$ cat src/rtl/icache_settings.svh
/*
  instruction cache geometry, shared by the packages and RTL
  include wherever a size is needed, the guard keeps it single
*/
`ifndef ICACHE_SETTINGS_SVH
`define ICACHE_SETTINGS_SVH

// base geometry
`define ICACHE_WAYS 2        // associativity
`define ICACHE_LINES 16      // lines per way, power of two
`define ICACHE_LINE_W 4      // 32-bit words per line, power of two
`define ADDR_W 32            // byte address width

// derived address split
`define ICACHE_LINE_ADDR_W $clog2(`ICACHE_LINES)
`define ICACHE_WORD_ADDR_W $clog2(`ICACHE_LINE_W)
// line and word together index one data bank
`define ICACHE_BANK_ADDR_W (`ICACHE_LINE_ADDR_W + `ICACHE_WORD_ADDR_W)
// whatever is left above line, word and byte offset
`define ICACHE_TAG_W (`ADDR_W - `ICACHE_BANK_ADDR_W - 2)

`endif

$ cat src/rtl/icache_pkg.sv
/*
  cache-side types: fetch address views, tag entry, way vector
*/
package icache_pkg;
    `include "icache_settings.svh"

    // fetch address split for tag lookup
    typedef struct packed {
        logic [`ICACHE_TAG_W-1:0]       tag;
        logic [`ICACHE_LINE_ADDR_W-1:0] line;
        logic [`ICACHE_WORD_ADDR_W-1:0] word;     // word within line
        logic [1:0]                     byte_off;
    } icache_fields_t;

    // same bits seen by a data bank
    typedef struct packed {
        logic [`ICACHE_TAG_W-1:0]       tag;
        logic [`ICACHE_BANK_ADDR_W-1:0] bank_addr; // {line, word}
        logic [1:0]                     byte_off;
    } icache_bank_t;

    typedef union packed {
        icache_fields_t fields;   // tag store view
        icache_bank_t   bank;     // data bank view
    } icache_addr_t;

    // one tag word per line per way
    typedef struct packed {
        logic                     valid;
        logic [`ICACHE_TAG_W-1:0] tag;
    } tag_entry_t;

    // one bit per way, hit and replacement vectors
    typedef logic [`ICACHE_WAYS-1:0] way_vec_t;

endpackage

$ cat src/rtl/l1_bus_pkg.sv
/*
  L1 bus types used by the cache fill path and the memory ports
*/
package l1_bus_pkg;
    `include "icache_settings.svh"

    // one bus beat
    typedef logic [31:0] l1_word_t;

    // counts beats of a line, wraps after the last word
    typedef logic [`ICACHE_WORD_ADDR_W-1:0] beat_count_t;

endpackage

$ cat src/rtl/icache_ifs.sv
/*
  interfaces inside the cache subsystem
  fetch_sub_if joins the fetch front end to the cache
  l1_bus_if carries line requests and returning beats
*/
`timescale 1ns/1ps
`include "icache_settings.svh"

interface fetch_sub_if import icache_pkg::*, l1_bus_pkg::*; ();
    logic         new_request;   // one-cycle pulse, only while ready
    icache_addr_t stage1_addr;   // address in the request cycle
    icache_addr_t stage2_addr;   // stage1 registered, held until next request
    l1_word_t     data_out;
    logic         data_valid;    // pulse with the fetched word
    logic         ready;         // level, cache can take a request

    modport fetch (
        output new_request, stage1_addr, stage2_addr,
        input  data_out, data_valid, ready
    );

    modport cache (
        input  new_request, stage1_addr, stage2_addr,
        output data_out, data_valid, ready
    );
endinterface

interface l1_bus_if import l1_bus_pkg::*; ();
    logic              request;     // held until ack
    logic [`ADDR_W-1:0] addr;       // line aligned
    logic              ack;
    logic              data_valid;  // one per beat, gaps allowed
    l1_word_t          data;

    modport requester (
        output request, addr,
        input  ack, data_valid, data
    );
endinterface

$ cat src/rtl/way_cycler.sv
/*
  free-running one-hot ring, cheap pseudo-random way choice for fills
*/
`timescale 1ns/1ps
`include "icache_settings.svh"

module way_cycler import icache_pkg::*; (
    input  logic     clk,
    input  logic     rst,
    output way_vec_t one_hot
);

    always_ff @(posedge clk) begin
        if (rst) begin
            one_hot <= way_vec_t'(1);    // start at way 0
        end else begin
            // rotate left, top bit wraps to way 0
            one_hot <= (one_hot << 1) | way_vec_t'(one_hot[`ICACHE_WAYS-1]);
        end
    end

    // exactly one way selected every cycle
    a_one_hot : assert property (@(posedge clk) disable iff (rst) $onehot(one_hot));

endmodule

$ cat src/rtl/itag_banks.sv
/*
  per-way tag and valid store for the instruction cache
  read at stage1 on stage1_adv, compared with the stage2 tag next cycle
  walks every line after reset to clear valids, clear_done marks the end
*/
`timescale 1ns/1ps
`include "icache_settings.svh"

module itag_banks import icache_pkg::*; (
    input  logic         clk,
    input  logic         rst,
    input  icache_addr_t stage1_addr,
    input  icache_addr_t stage2_addr,
    input  logic         stage1_adv,    // new lookup this cycle
    input  logic         update,        // write stage2 tag as valid
    input  way_vec_t     update_way,
    output logic         tag_hit,
    output way_vec_t     tag_hit_way,
    output logic         clear_done
);

    logic [`ICACHE_LINE_ADDR_W-1:0] clear_line;   // line being invalidated

    // post-reset invalidate, one line per cycle
    always_ff @(posedge clk) begin
        if (rst) begin
            clear_line <= '0;
            clear_done <= 1'b0;
        end else if (!clear_done) begin
            clear_line <= clear_line + 1'b1;
            clear_done <= &clear_line;   // last line written this cycle
        end
    end

    for (genvar w = 0; w < `ICACHE_WAYS; w++) begin : g_way
        tag_entry_t tags [`ICACHE_LINES];
        tag_entry_t rd_entry;            // entry for the current lookup

        always_ff @(posedge clk) begin
            if (!clear_done) begin
                tags[clear_line] <= '0;
            end else if (update && update_way[w]) begin
                // fill of this way, stage2 still holds the miss address
                tags[stage2_addr.fields.line] <= '{valid: 1'b1, tag: stage2_addr.fields.tag};
            end
            if (stage1_adv) begin
                rd_entry <= tags[stage1_addr.fields.line];
            end
        end

        // compare in the cycle after the read
        assign tag_hit_way[w] = rd_entry.valid && (rd_entry.tag == stage2_addr.fields.tag);
    end

    assign tag_hit = |tag_hit_way;

    // fills always replace, so a line never lives in two ways
    a_single_hit : assert property (@(posedge clk) disable iff (rst)
        $past(stage1_adv) |-> $onehot0(tag_hit_way));

endmodule

$ cat src/rtl/icache_data_bank.sv
/*
  one way of instruction data, simple dual-port word RAM
  fetch side reads with one cycle latency, fill side writes beats
*/
`timescale 1ns/1ps
`include "icache_settings.svh"

module icache_data_bank import l1_bus_pkg::*; (
    input  logic                           clk,
    input  logic                           rd_en,
    input  logic [`ICACHE_BANK_ADDR_W-1:0] rd_addr,
    output l1_word_t                       rd_data,
    input  logic                           wr_en,
    input  logic [`ICACHE_BANK_ADDR_W-1:0] wr_addr,
    input  l1_word_t                       wr_data
);

    l1_word_t mem [`ICACHE_LINES * `ICACHE_LINE_W];   // {line, word} indexed

    // fill port
    always_ff @(posedge clk) begin
        if (wr_en) begin
            mem[wr_addr] <= wr_data;
        end
    end

    // fetch port, output holds between reads
    always_ff @(posedge clk) begin
        if (rd_en) begin
            rd_data <= mem[rd_addr];
        end
    end

endmodule

$ cat src/rtl/icache.sv
/*
  set-associative instruction cache controller
  two-stage lookup from fetch_sub_if, line fill over the L1 bus on a miss
  target word forwarded from the fill, icache_on low sends every fetch to memory
*/
`timescale 1ns/1ps
`include "icache_settings.svh"

module icache import icache_pkg::*, l1_bus_pkg::*; (
    input logic          clk,
    input logic          rst,
    input logic          icache_on,
    fetch_sub_if.cache   fetch_sub,
    l1_bus_if.requester  l1
);

    logic         tag_hit;
    way_vec_t     tag_hit_way;
    logic         clear_done;     // tags invalidated after reset
    logic         tag_update;     // pulse, write tag of the miss line
    way_vec_t     replacement_way;
    way_vec_t     fill_way;       // zero when the fill must not be cached
    logic         hit_allowed;    // lookup with cache on, second cycle
    logic         second_cycle;
    logic         idle;
    beat_count_t  beat_count;
    logic         is_target_word;
    logic         line_complete;
    logic         memory_complete;
    l1_word_t     miss_data;
    logic         miss_data_ready;
    icache_addr_t line_addr;
    logic [`ICACHE_BANK_ADDR_W-1:0] fill_addr;
    l1_word_t     bank_data [`ICACHE_WAYS];

    // request pipeline
    always_ff @(posedge clk) begin
        if (rst) begin
            hit_allowed  <= 1'b0;
            second_cycle <= 1'b0;
        end else begin
            hit_allowed  <= fetch_sub.new_request & icache_on;  // sample mode per fetch
            second_cycle <= fetch_sub.new_request;
        end
    end

    // tag write one cycle after a cached miss
    always_ff @(posedge clk) begin
        if (rst) begin
            tag_update <= 1'b0;
        end else begin
            tag_update <= second_cycle & hit_allowed & ~tag_hit;
        end
    end

    // way to fill, none when cache was off for this fetch
    always_ff @(posedge clk) begin
        if (rst) begin
            fill_way <= '0;
        end else if (second_cycle) begin
            fill_way <= hit_allowed ? replacement_way : '0;
        end
    end

    way_cycler i_way_cycler (
        .clk     (clk),
        .rst     (rst),
        .one_hot (replacement_way)
    );

    itag_banks i_itag_banks (
        .clk         (clk),
        .rst         (rst),
        .stage1_addr (fetch_sub.stage1_addr),
        .stage2_addr (fetch_sub.stage2_addr),
        .stage1_adv  (fetch_sub.new_request),
        .update      (tag_update),
        .update_way  (fill_way),
        .tag_hit     (tag_hit),
        .tag_hit_way (tag_hit_way),
        .clear_done  (clear_done)
    );

    // line request, raised for any fetch that is not a cached hit
    always_ff @(posedge clk) begin
        if (rst) begin
            l1.request <= 1'b0;
        end else if (second_cycle) begin
            l1.request <= ~(hit_allowed & tag_hit);
        end else if (l1.ack) begin
            l1.request <= 1'b0;
        end
    end

    // memory returns from word 0, so ask for the aligned line
    always_comb begin
        line_addr = fetch_sub.stage2_addr;
        line_addr.fields.word = '0;
        line_addr.fields.byte_off = '0;
    end
    assign l1.addr = line_addr;

    // beat counter, wraps back to 0 at end of line
    always_ff @(posedge clk) begin
        if (rst) begin
            beat_count <= '0;
        end else if (l1.data_valid) begin
            beat_count <= beat_count + 1'b1;
        end
    end

    assign fill_addr = {fetch_sub.stage2_addr.fields.line, beat_count};

    for (genvar w = 0; w < `ICACHE_WAYS; w++) begin : g_bank
        icache_data_bank i_data_bank (
            .clk     (clk),
            .rd_en   (fetch_sub.new_request),
            .rd_addr (fetch_sub.stage1_addr.bank.bank_addr),
            .rd_data (bank_data[w]),
            .wr_en   (fill_way[w] & l1.data_valid),
            .wr_addr (fill_addr),
            .wr_data (l1.data)
        );
    end

    // miss forwarding
    assign is_target_word = (fetch_sub.stage2_addr.fields.word == beat_count);

    always_ff @(posedge clk) begin
        if (l1.data_valid && is_target_word) begin
            miss_data <= l1.data;
        end else begin
            miss_data <= '0;    // zero so the OR below is clean
        end
    end

    always_ff @(posedge clk) begin
        if (rst) begin
            miss_data_ready <= 1'b0;
        end else begin
            miss_data_ready <= l1.data_valid & is_target_word;
        end
    end

    // output word, miss data or'd with the hitting bank
    always_comb begin
        fetch_sub.data_out = miss_data;
        for (int w = 0; w < `ICACHE_WAYS; w++) begin
            if (hit_allowed && tag_hit_way[w]) begin
                fetch_sub.data_out = fetch_sub.data_out | bank_data[w];
            end
        end
    end

    assign fetch_sub.data_valid = miss_data_ready | (hit_allowed & tag_hit);

    // access end
    assign line_complete = l1.data_valid & (&beat_count);   // last beat

    always_ff @(posedge clk) begin
        if (rst) begin
            memory_complete <= 1'b0;
        end else begin
            memory_complete <= line_complete;
        end
    end

    always_ff @(posedge clk) begin
        if (rst) begin
            idle <= 1'b1;
        end else if (fetch_sub.new_request) begin
            idle <= 1'b0;
        end else if (memory_complete | (hit_allowed & tag_hit)) begin
            idle <= 1'b1;
        end
    end

    // held off until the tag clear is through
    assign fetch_sub.ready = clear_done & (idle | (hit_allowed & tag_hit) | memory_complete);

    // memory must ack before it returns beats
    a_no_beat_before_ack : assert property (@(posedge clk) disable iff (rst)
        (l1.request && !l1.ack) |-> !l1.data_valid);

    // no beats outside an access
    a_no_beat_when_idle : assert property (@(posedge clk) disable iff (rst)
        idle |-> !l1.data_valid);

endmodule

$ cat src/rtl/fetch_front.sv
/*
  fetch front end, one outstanding fetch at a time
  turns an accepted core request into new_request and keeps stage2
*/
`timescale 1ns/1ps
`include "icache_settings.svh"

module fetch_front import icache_pkg::*; (
    input  logic               clk,
    input  logic               rst,
    input  logic               fetch_req,
    input  logic [`ADDR_W-1:0] fetch_addr,
    output logic               fetch_ready,
    fetch_sub_if.fetch         fetch_sub
);

    icache_addr_t stage2_addr;

    // core sees the cache ready level directly
    assign fetch_ready = fetch_sub.ready;

    // accept on req and ready, pulse lasts the accept cycle
    assign fetch_sub.new_request = fetch_req & fetch_sub.ready;
    assign fetch_sub.stage1_addr = fetch_addr;   // lookup address in cycle N

    // stage2 holds the accepted address until the next fetch
    always_ff @(posedge clk) begin
        if (rst) begin
            stage2_addr <= '0;
        end else if (fetch_sub.new_request) begin
            stage2_addr <= fetch_addr;
        end
    end

    assign fetch_sub.stage2_addr = stage2_addr;

endmodule

$ cat src/rtl/icache_top.sv
/*
  instruction cache subsystem top, plain ports to core and memory
  fetch front end and cache joined by interfaces
*/
`timescale 1ns/1ps
`include "icache_settings.svh"

module icache_top (
    input  logic               clk,
    input  logic               rst,
    input  logic               icache_on,
    // core side
    input  logic               fetch_req,
    input  logic [`ADDR_W-1:0] fetch_addr,
    output logic               fetch_ready,
    output logic [31:0]        instr,
    output logic               instr_valid,
    // memory side
    output logic               mem_req,
    output logic [`ADDR_W-1:0] mem_addr,
    input  logic               mem_ack,
    input  logic               mem_data_valid,
    input  logic [31:0]        mem_data
);

    fetch_sub_if fetch_sub ();
    l1_bus_if    l1 ();

    fetch_front i_fetch_front (
        .clk         (clk),
        .rst         (rst),
        .fetch_req   (fetch_req),
        .fetch_addr  (fetch_addr),
        .fetch_ready (fetch_ready),
        .fetch_sub   (fetch_sub.fetch)
    );

    icache i_icache (
        .clk       (clk),
        .rst       (rst),
        .icache_on (icache_on),
        .fetch_sub (fetch_sub.cache),
        .l1        (l1.requester)
    );

    // result straight off the fetch interface
    assign instr       = fetch_sub.data_out;
    assign instr_valid = fetch_sub.data_valid;

    // L1 bus onto memory pins
    assign mem_req       = l1.request;
    assign mem_addr      = l1.addr;
    assign l1.ack        = mem_ack;
    assign l1.data_valid = mem_data_valid;
    assign l1.data       = mem_data;

endmodule

$ cat config.mk
export PLATFORM = sky130hd
export DESIGN_NAME = icache_top
export DESIGN_NICKNAME = d
export VERILOG_FILES = /design/src/rtl/icache_pkg.sv /design/src/rtl/l1_bus_pkg.sv /design/src/rtl/icache_ifs.sv /design/src/rtl/way_cycler.sv /design/src/rtl/itag_banks.sv /design/src/rtl/icache_data_bank.sv /design/src/rtl/icache.sv /design/src/rtl/fetch_front.sv /design/src/rtl/icache_top.sv
export VERILOG_INCLUDE_DIRS = /design/src /design/src/rtl
export SDC_FILE = /design/constraint.sdc
export NUM_CORES = 2
export LEC_CHECK = 0
export ABC_CLOCK_PERIOD_IN_PS = 7900
export BUFFER_PORTS_ARGS = -buffer_cell sky130_fd_sc_hd__buf_2
export CAP_MARGIN = 25
export CORE_MARGIN = 2
export CORE_UTILIZATION = 40
export DETAILED_ROUTE_END_ITERATION = 8
export PLACE_DENSITY = 0.58
export SKIP_CTS_REPAIR_TIMING = 1
export SYNTH_ARGS = -nofsm -noshare
export SYNTH_HDL_FRONTEND = slang
export SYNTH_MEMORY_MAX_BITS = 65536
export SYNTH_SLANG_ARGS = --single-unit
$ cat constraint.sdc
create_clock -name clk -period 7.9 [get_ports clk]
set_input_delay 0.79 -clock clk [delete_from_list [all_inputs] [get_ports clk]]
set_output_delay 0.79 -clock clk [all_outputs]
set_load 0.005 [all_outputs]
==> summary.md <==
| Metric | Value |
|---|---|
| Grt ovf | `0` |
| Top Ports | `137` |
| Maximum capacitance violations | `0` |
| CP cell instances | `xor2_1 > or3b_1 > or4_4 > nor3_4 > buf_4 > a221o_2 > buf_2` |
| Reg2Reg Depth | `5` |
| Register area share after synthesis | `78.6%` |
| IO buf count | `130` |
| CP arrival | `4.45 ns` |
| Reg2Reg Setup Slack | `3.35 ns` |
| Unrepaired setup endpoints after global routing | `no` |
| Global Route Usage Sum | `20.0%` |
| Yosys cell types | `46` |
| Pre-Repair DR Iteration Count | `6` |
| CP required | `7.11 ns` |
| # fillers | `39,300` |
| Worst path bufs/invs | `2` |
| CP max FO | `32` |
| Levels on crit path | `7` |
| Initial Util | `40.1%` |
| Post-layout nets | `8,491` |
| Share of cells above drive strength 1 | `32.6%` |
| Status | `completed` |
| Global-route wire length before repair | `691 mm` |
| Cell area power density | `253 mW/mm²` |
| Clock Pin Slew Worst Setup and Hold Paths | `0.06 ns` |
| Slowest cell delay on critical path | `0.84 ns` |
| Cell Area, Synth | `0.193 mm²` |
| Number of antenna violations at the first check in global routing | `40` |
| Total Wirelength | `495 mm` |
| Worst Max-Slew Pin Slew | `1.21 ns` |
| Area of the die | `0.489 mm²` |
| DRT antenna net count | `0` |
| Pin count of the biggest net entering global routing | `112` |
| Post-synth EDFFs | `5,010` |
| Via density | `5.79` |
| Root buffer cell | `clkbuf_16` |
| Minimum clock period | `5.24 ns` |
| Post-place instance area | `0.204 mm²` |
| Die width | `700 µm` |
| Final hold violation count | `0` |
| WL per Instance | `32.5 µm` |
| Hold Path Depth | `2` |
| Gate Count Post-Synth | `7,902` |
| Setup TNS | `0 ns` |
| Area growth syn-to-layout | `14.0%` |
| FF-to-FF End | `i_icache.g_bank[0].i_data_bank.mem[32][9]$_DFFE_PP_` |
| DRC | `0` |
| Starting DRT DRC Count | `11,900` |
| Final setup vio count | `0` |
| End of the worst hold path | `i_icache.hit_allowed$_SDFF_PP0_` |
| Rows | `255` |
| Min-Delay Path Class | `primary input to register` |
| Core area | `0.482 mm²` |
| Post-synth ARST share | `0%` |
| CP max stage cell | `dfxtp_1` |
| Top_reg_cell synth | `edfxtp_1` |
| Synth Register Bits | `5,090` |
| Clk sinks | `5,090` |
| Critical Path Start | `i_fetch_front.fetch_sub.stage2_addr[30]$_SDFFE_PP0P_` |
| Post-Syn Area per Cell | `24.5 µm²` |
| Final Max Tran Viols | `0` |
| Final period util | `66.4%` |
| Worst setup EP type | `output pin` |
| R2r startpoint | `i_fetch_front.fetch_sub.stage2_addr[7]$_SDFFE_PP0P_` |
| Clock buffers created by TritonCTS | `525` |
| CTS tree | `yes` |
| Worst-skew pair later-pin latency | `1.06 ns` |
| Worst VDD drop | `0.230 mV` |
| Clk buf depth | `4` |
| Delay-heaviest family, CP | `simple AND/OR/NAND/NOR gates` |
| Routability cong. | `0.776` |
| Die Ht | `700 µm` |
| Leak | `67.3 nW` |
| Yosys Warn Count | `0` |
| Final Instance Area | `0.221 mm²` |
| Max Clock Freq | `191 MHz` |
| Dpl hpwl | `261 mm` |
| Setup Skew | `0.0702 ns` |
| Vias | `88,400` |
| Pwr Total | `55.9 mW` |
| H-Tree Level Count | `6` |
| Setup CP Type | `register to output pin` |
| Hold Path Origin | `icache_on` |
| Slew headroom | `19.6%` |
| Crit start category | `register` |
| Vias in the first global route | `90,200` |
==> Yosys cell counts, types with 2 or more instances <==
cell type,count,area (µm²)
and3_1,9,56.3
and3b_1,2,17.5
a22oi_1,128,961
a21oi_1,16,80.1
nand3b_1,4,30.0
nand4_1,17,106
and2_1,82,513
and2_2,2,15.0
clkbuf_1,265,995
nand3_1,13,65.1
a221o_1,36,360
xnor2_1,44,385
buf_1,20,75.1
o21ai_0,24,120
nor3_1,5,25.0
mux2i_1,2,20.0
edfxtp_1,5010,150000
dfxtp_1,80,1600
mux4_2,1530,34500
nor4_1,5,31.3
a31oi_1,5,31.3
nor2_1,208,781
xor2_1,10,87.6
nand2_1,112,420
inv_1,8,30.0
buf_4,45,338
nor2b_1,10,62.6
nand2b_1,30,188
or3_1,3,18.8
or3b_1,2,17.5
nor3b_1,8,60.1
a21o_1,2,15.0
buf_2,119,596
a221o_2,26,293
ha_1,2,25.0
buf_6,8,90.1
==> worst max path at each step <==
stage | endpoint
floorplan | i_icache.g_bank[0].i_data_bank.rd_data[0]$_DFFE_PP_
finish | instr[26]
global route | instr[24]
detailed placement | i_icache.g_bank[0].i_data_bank.rd_data[20]$_DFFE_PP_
CTS | instr[26]
global placement | i_icache.g_bank[0].i_data_bank.rd_data[20]$_DFFE_PP_
==> state kept, by name, indices dropped and copies added, names as in the netlist <==
register                              flops
i_fetch_front.fetch_sub.stage2_addr      30
i_icache.i_itag_banks.clear_done          1
i_icache.tag_update                       1
i_icache.i_itag_banks.g_way.rd_entry     50
i_icache.l1.request                       1
i_icache.i_way_cycler.one_hot             2
i_icache.g_bank.i_data_bank.rd_data      64
i_icache.fill_way                         2
i_icache.i_itag_banks.g_way.tags        800
i_icache.i_itag_banks.clear_line          4
i_icache.memory_complete                  1
i_icache.miss_data_ready                  1
i_icache.idle                             1
i_icache.miss_data                       32
i_icache.g_bank.i_data_bank.mem        4096
i_icache.beat_count                       2
i_icache.second_cycle                     1
i_icache.hit_allowed                      1
==> logic make-up (layout without fill, tap and decap cells) <==
logic type | count (synthesis) | in the layout | share of synthesized area [%]
DFF | 5090 | 5090 | 78.6
muxes | 1532 | 1532 | 17.8
other | 1 | 20 | 0.00194
buffers and inverters | 465 | 1382 | 1.10
AOI/OAI and AO/OA | 240 | 240 | 0.973
xor gates and xnor gates | 54 | 54 | 0.244
adders and majority gates | 2 | 2 | 0.0129
and+or+nand+nor | 518 | 518 | 1.28
==> stage by stage <==
step                      util, %  setup WS (ns)  cells  hold slack [ns]
after floorplan                 -           1.20   7905            0.418
after global routing         45.8           2.52  15200           0.0167
final                        45.8           2.66  15300           0.0683
after CTS                    45.7           2.60  15200          -0.0242
after global placement       42.3           3.16  14300            0.435
after detailed placement     42.3           3.11  14300            0.432
==> layer usage <==
metal  GRT usage, %  wire [µm]  vias up  part of all wire [%]
met5              0        151        -                 0.030
li1               -          -    35200                     -
met1           27.7     199000    48700                    40
met3           4.03      41900      678                   8.5
met2           32.6     242000     3745                    49
met4           5.04      12400       24                   2.5
==> final cells by class <==
type | count | area [µm²] | share of cell area (%)
sequential | 5090 | 152000 | 68.9
multi-input combinational | 2350 | 40600 | 18.4
clock buffer | 658 | 14000 | 6.36
tap | 6425 | 8040 | 3.64
timing repair buffer | 444 | 3560 | 1.62
clock inverter | 272 | 2310 | 1.05
antenna | 16 | 40.0 | 0.0181
inverter | 8 | 30.0 | 0.0136
==> layout by cell type (no fill, tap or decap), drive strengths merged, types with 3 or more instances in the layout <==
cell      count
conb          4
nor4          5
nor2        208
or3b          3
xor2         10
bufinv       27
dfxtp        80
a31oi         5
and2         84
nand3b        4
diode        16
nand2       112
xnor2        44
clkinv      200
mux4       1530
nor3b         8
nor3          6
nand4        17
nor2b        10
clkinvlp      8
nand2b       30
and3          9
a22oi       128
buf         443
o21ai        24
edfxtp     5010
or3           3
clkbuf      659
a21oi        16
nand3        13
inv          45
a221o        62
==> worst register-to-register path: stages (launching register included) <==
cell and delay (ns):
dfxtp_1 0.84, nor2b_1 0.95, nand2b_1 0.76, nand2b_1 0.77, nor2_4 0.25, buf_4 0.56
==> power by group <==
part / internal [mW] / switching [mW]
sequential: 29.7 / 0.0261
clock: 13.5 / 10.2
combinational: 0.931 / 1.45
total: 44.2 / 11.7
Power figures use the tool's default switching activity.
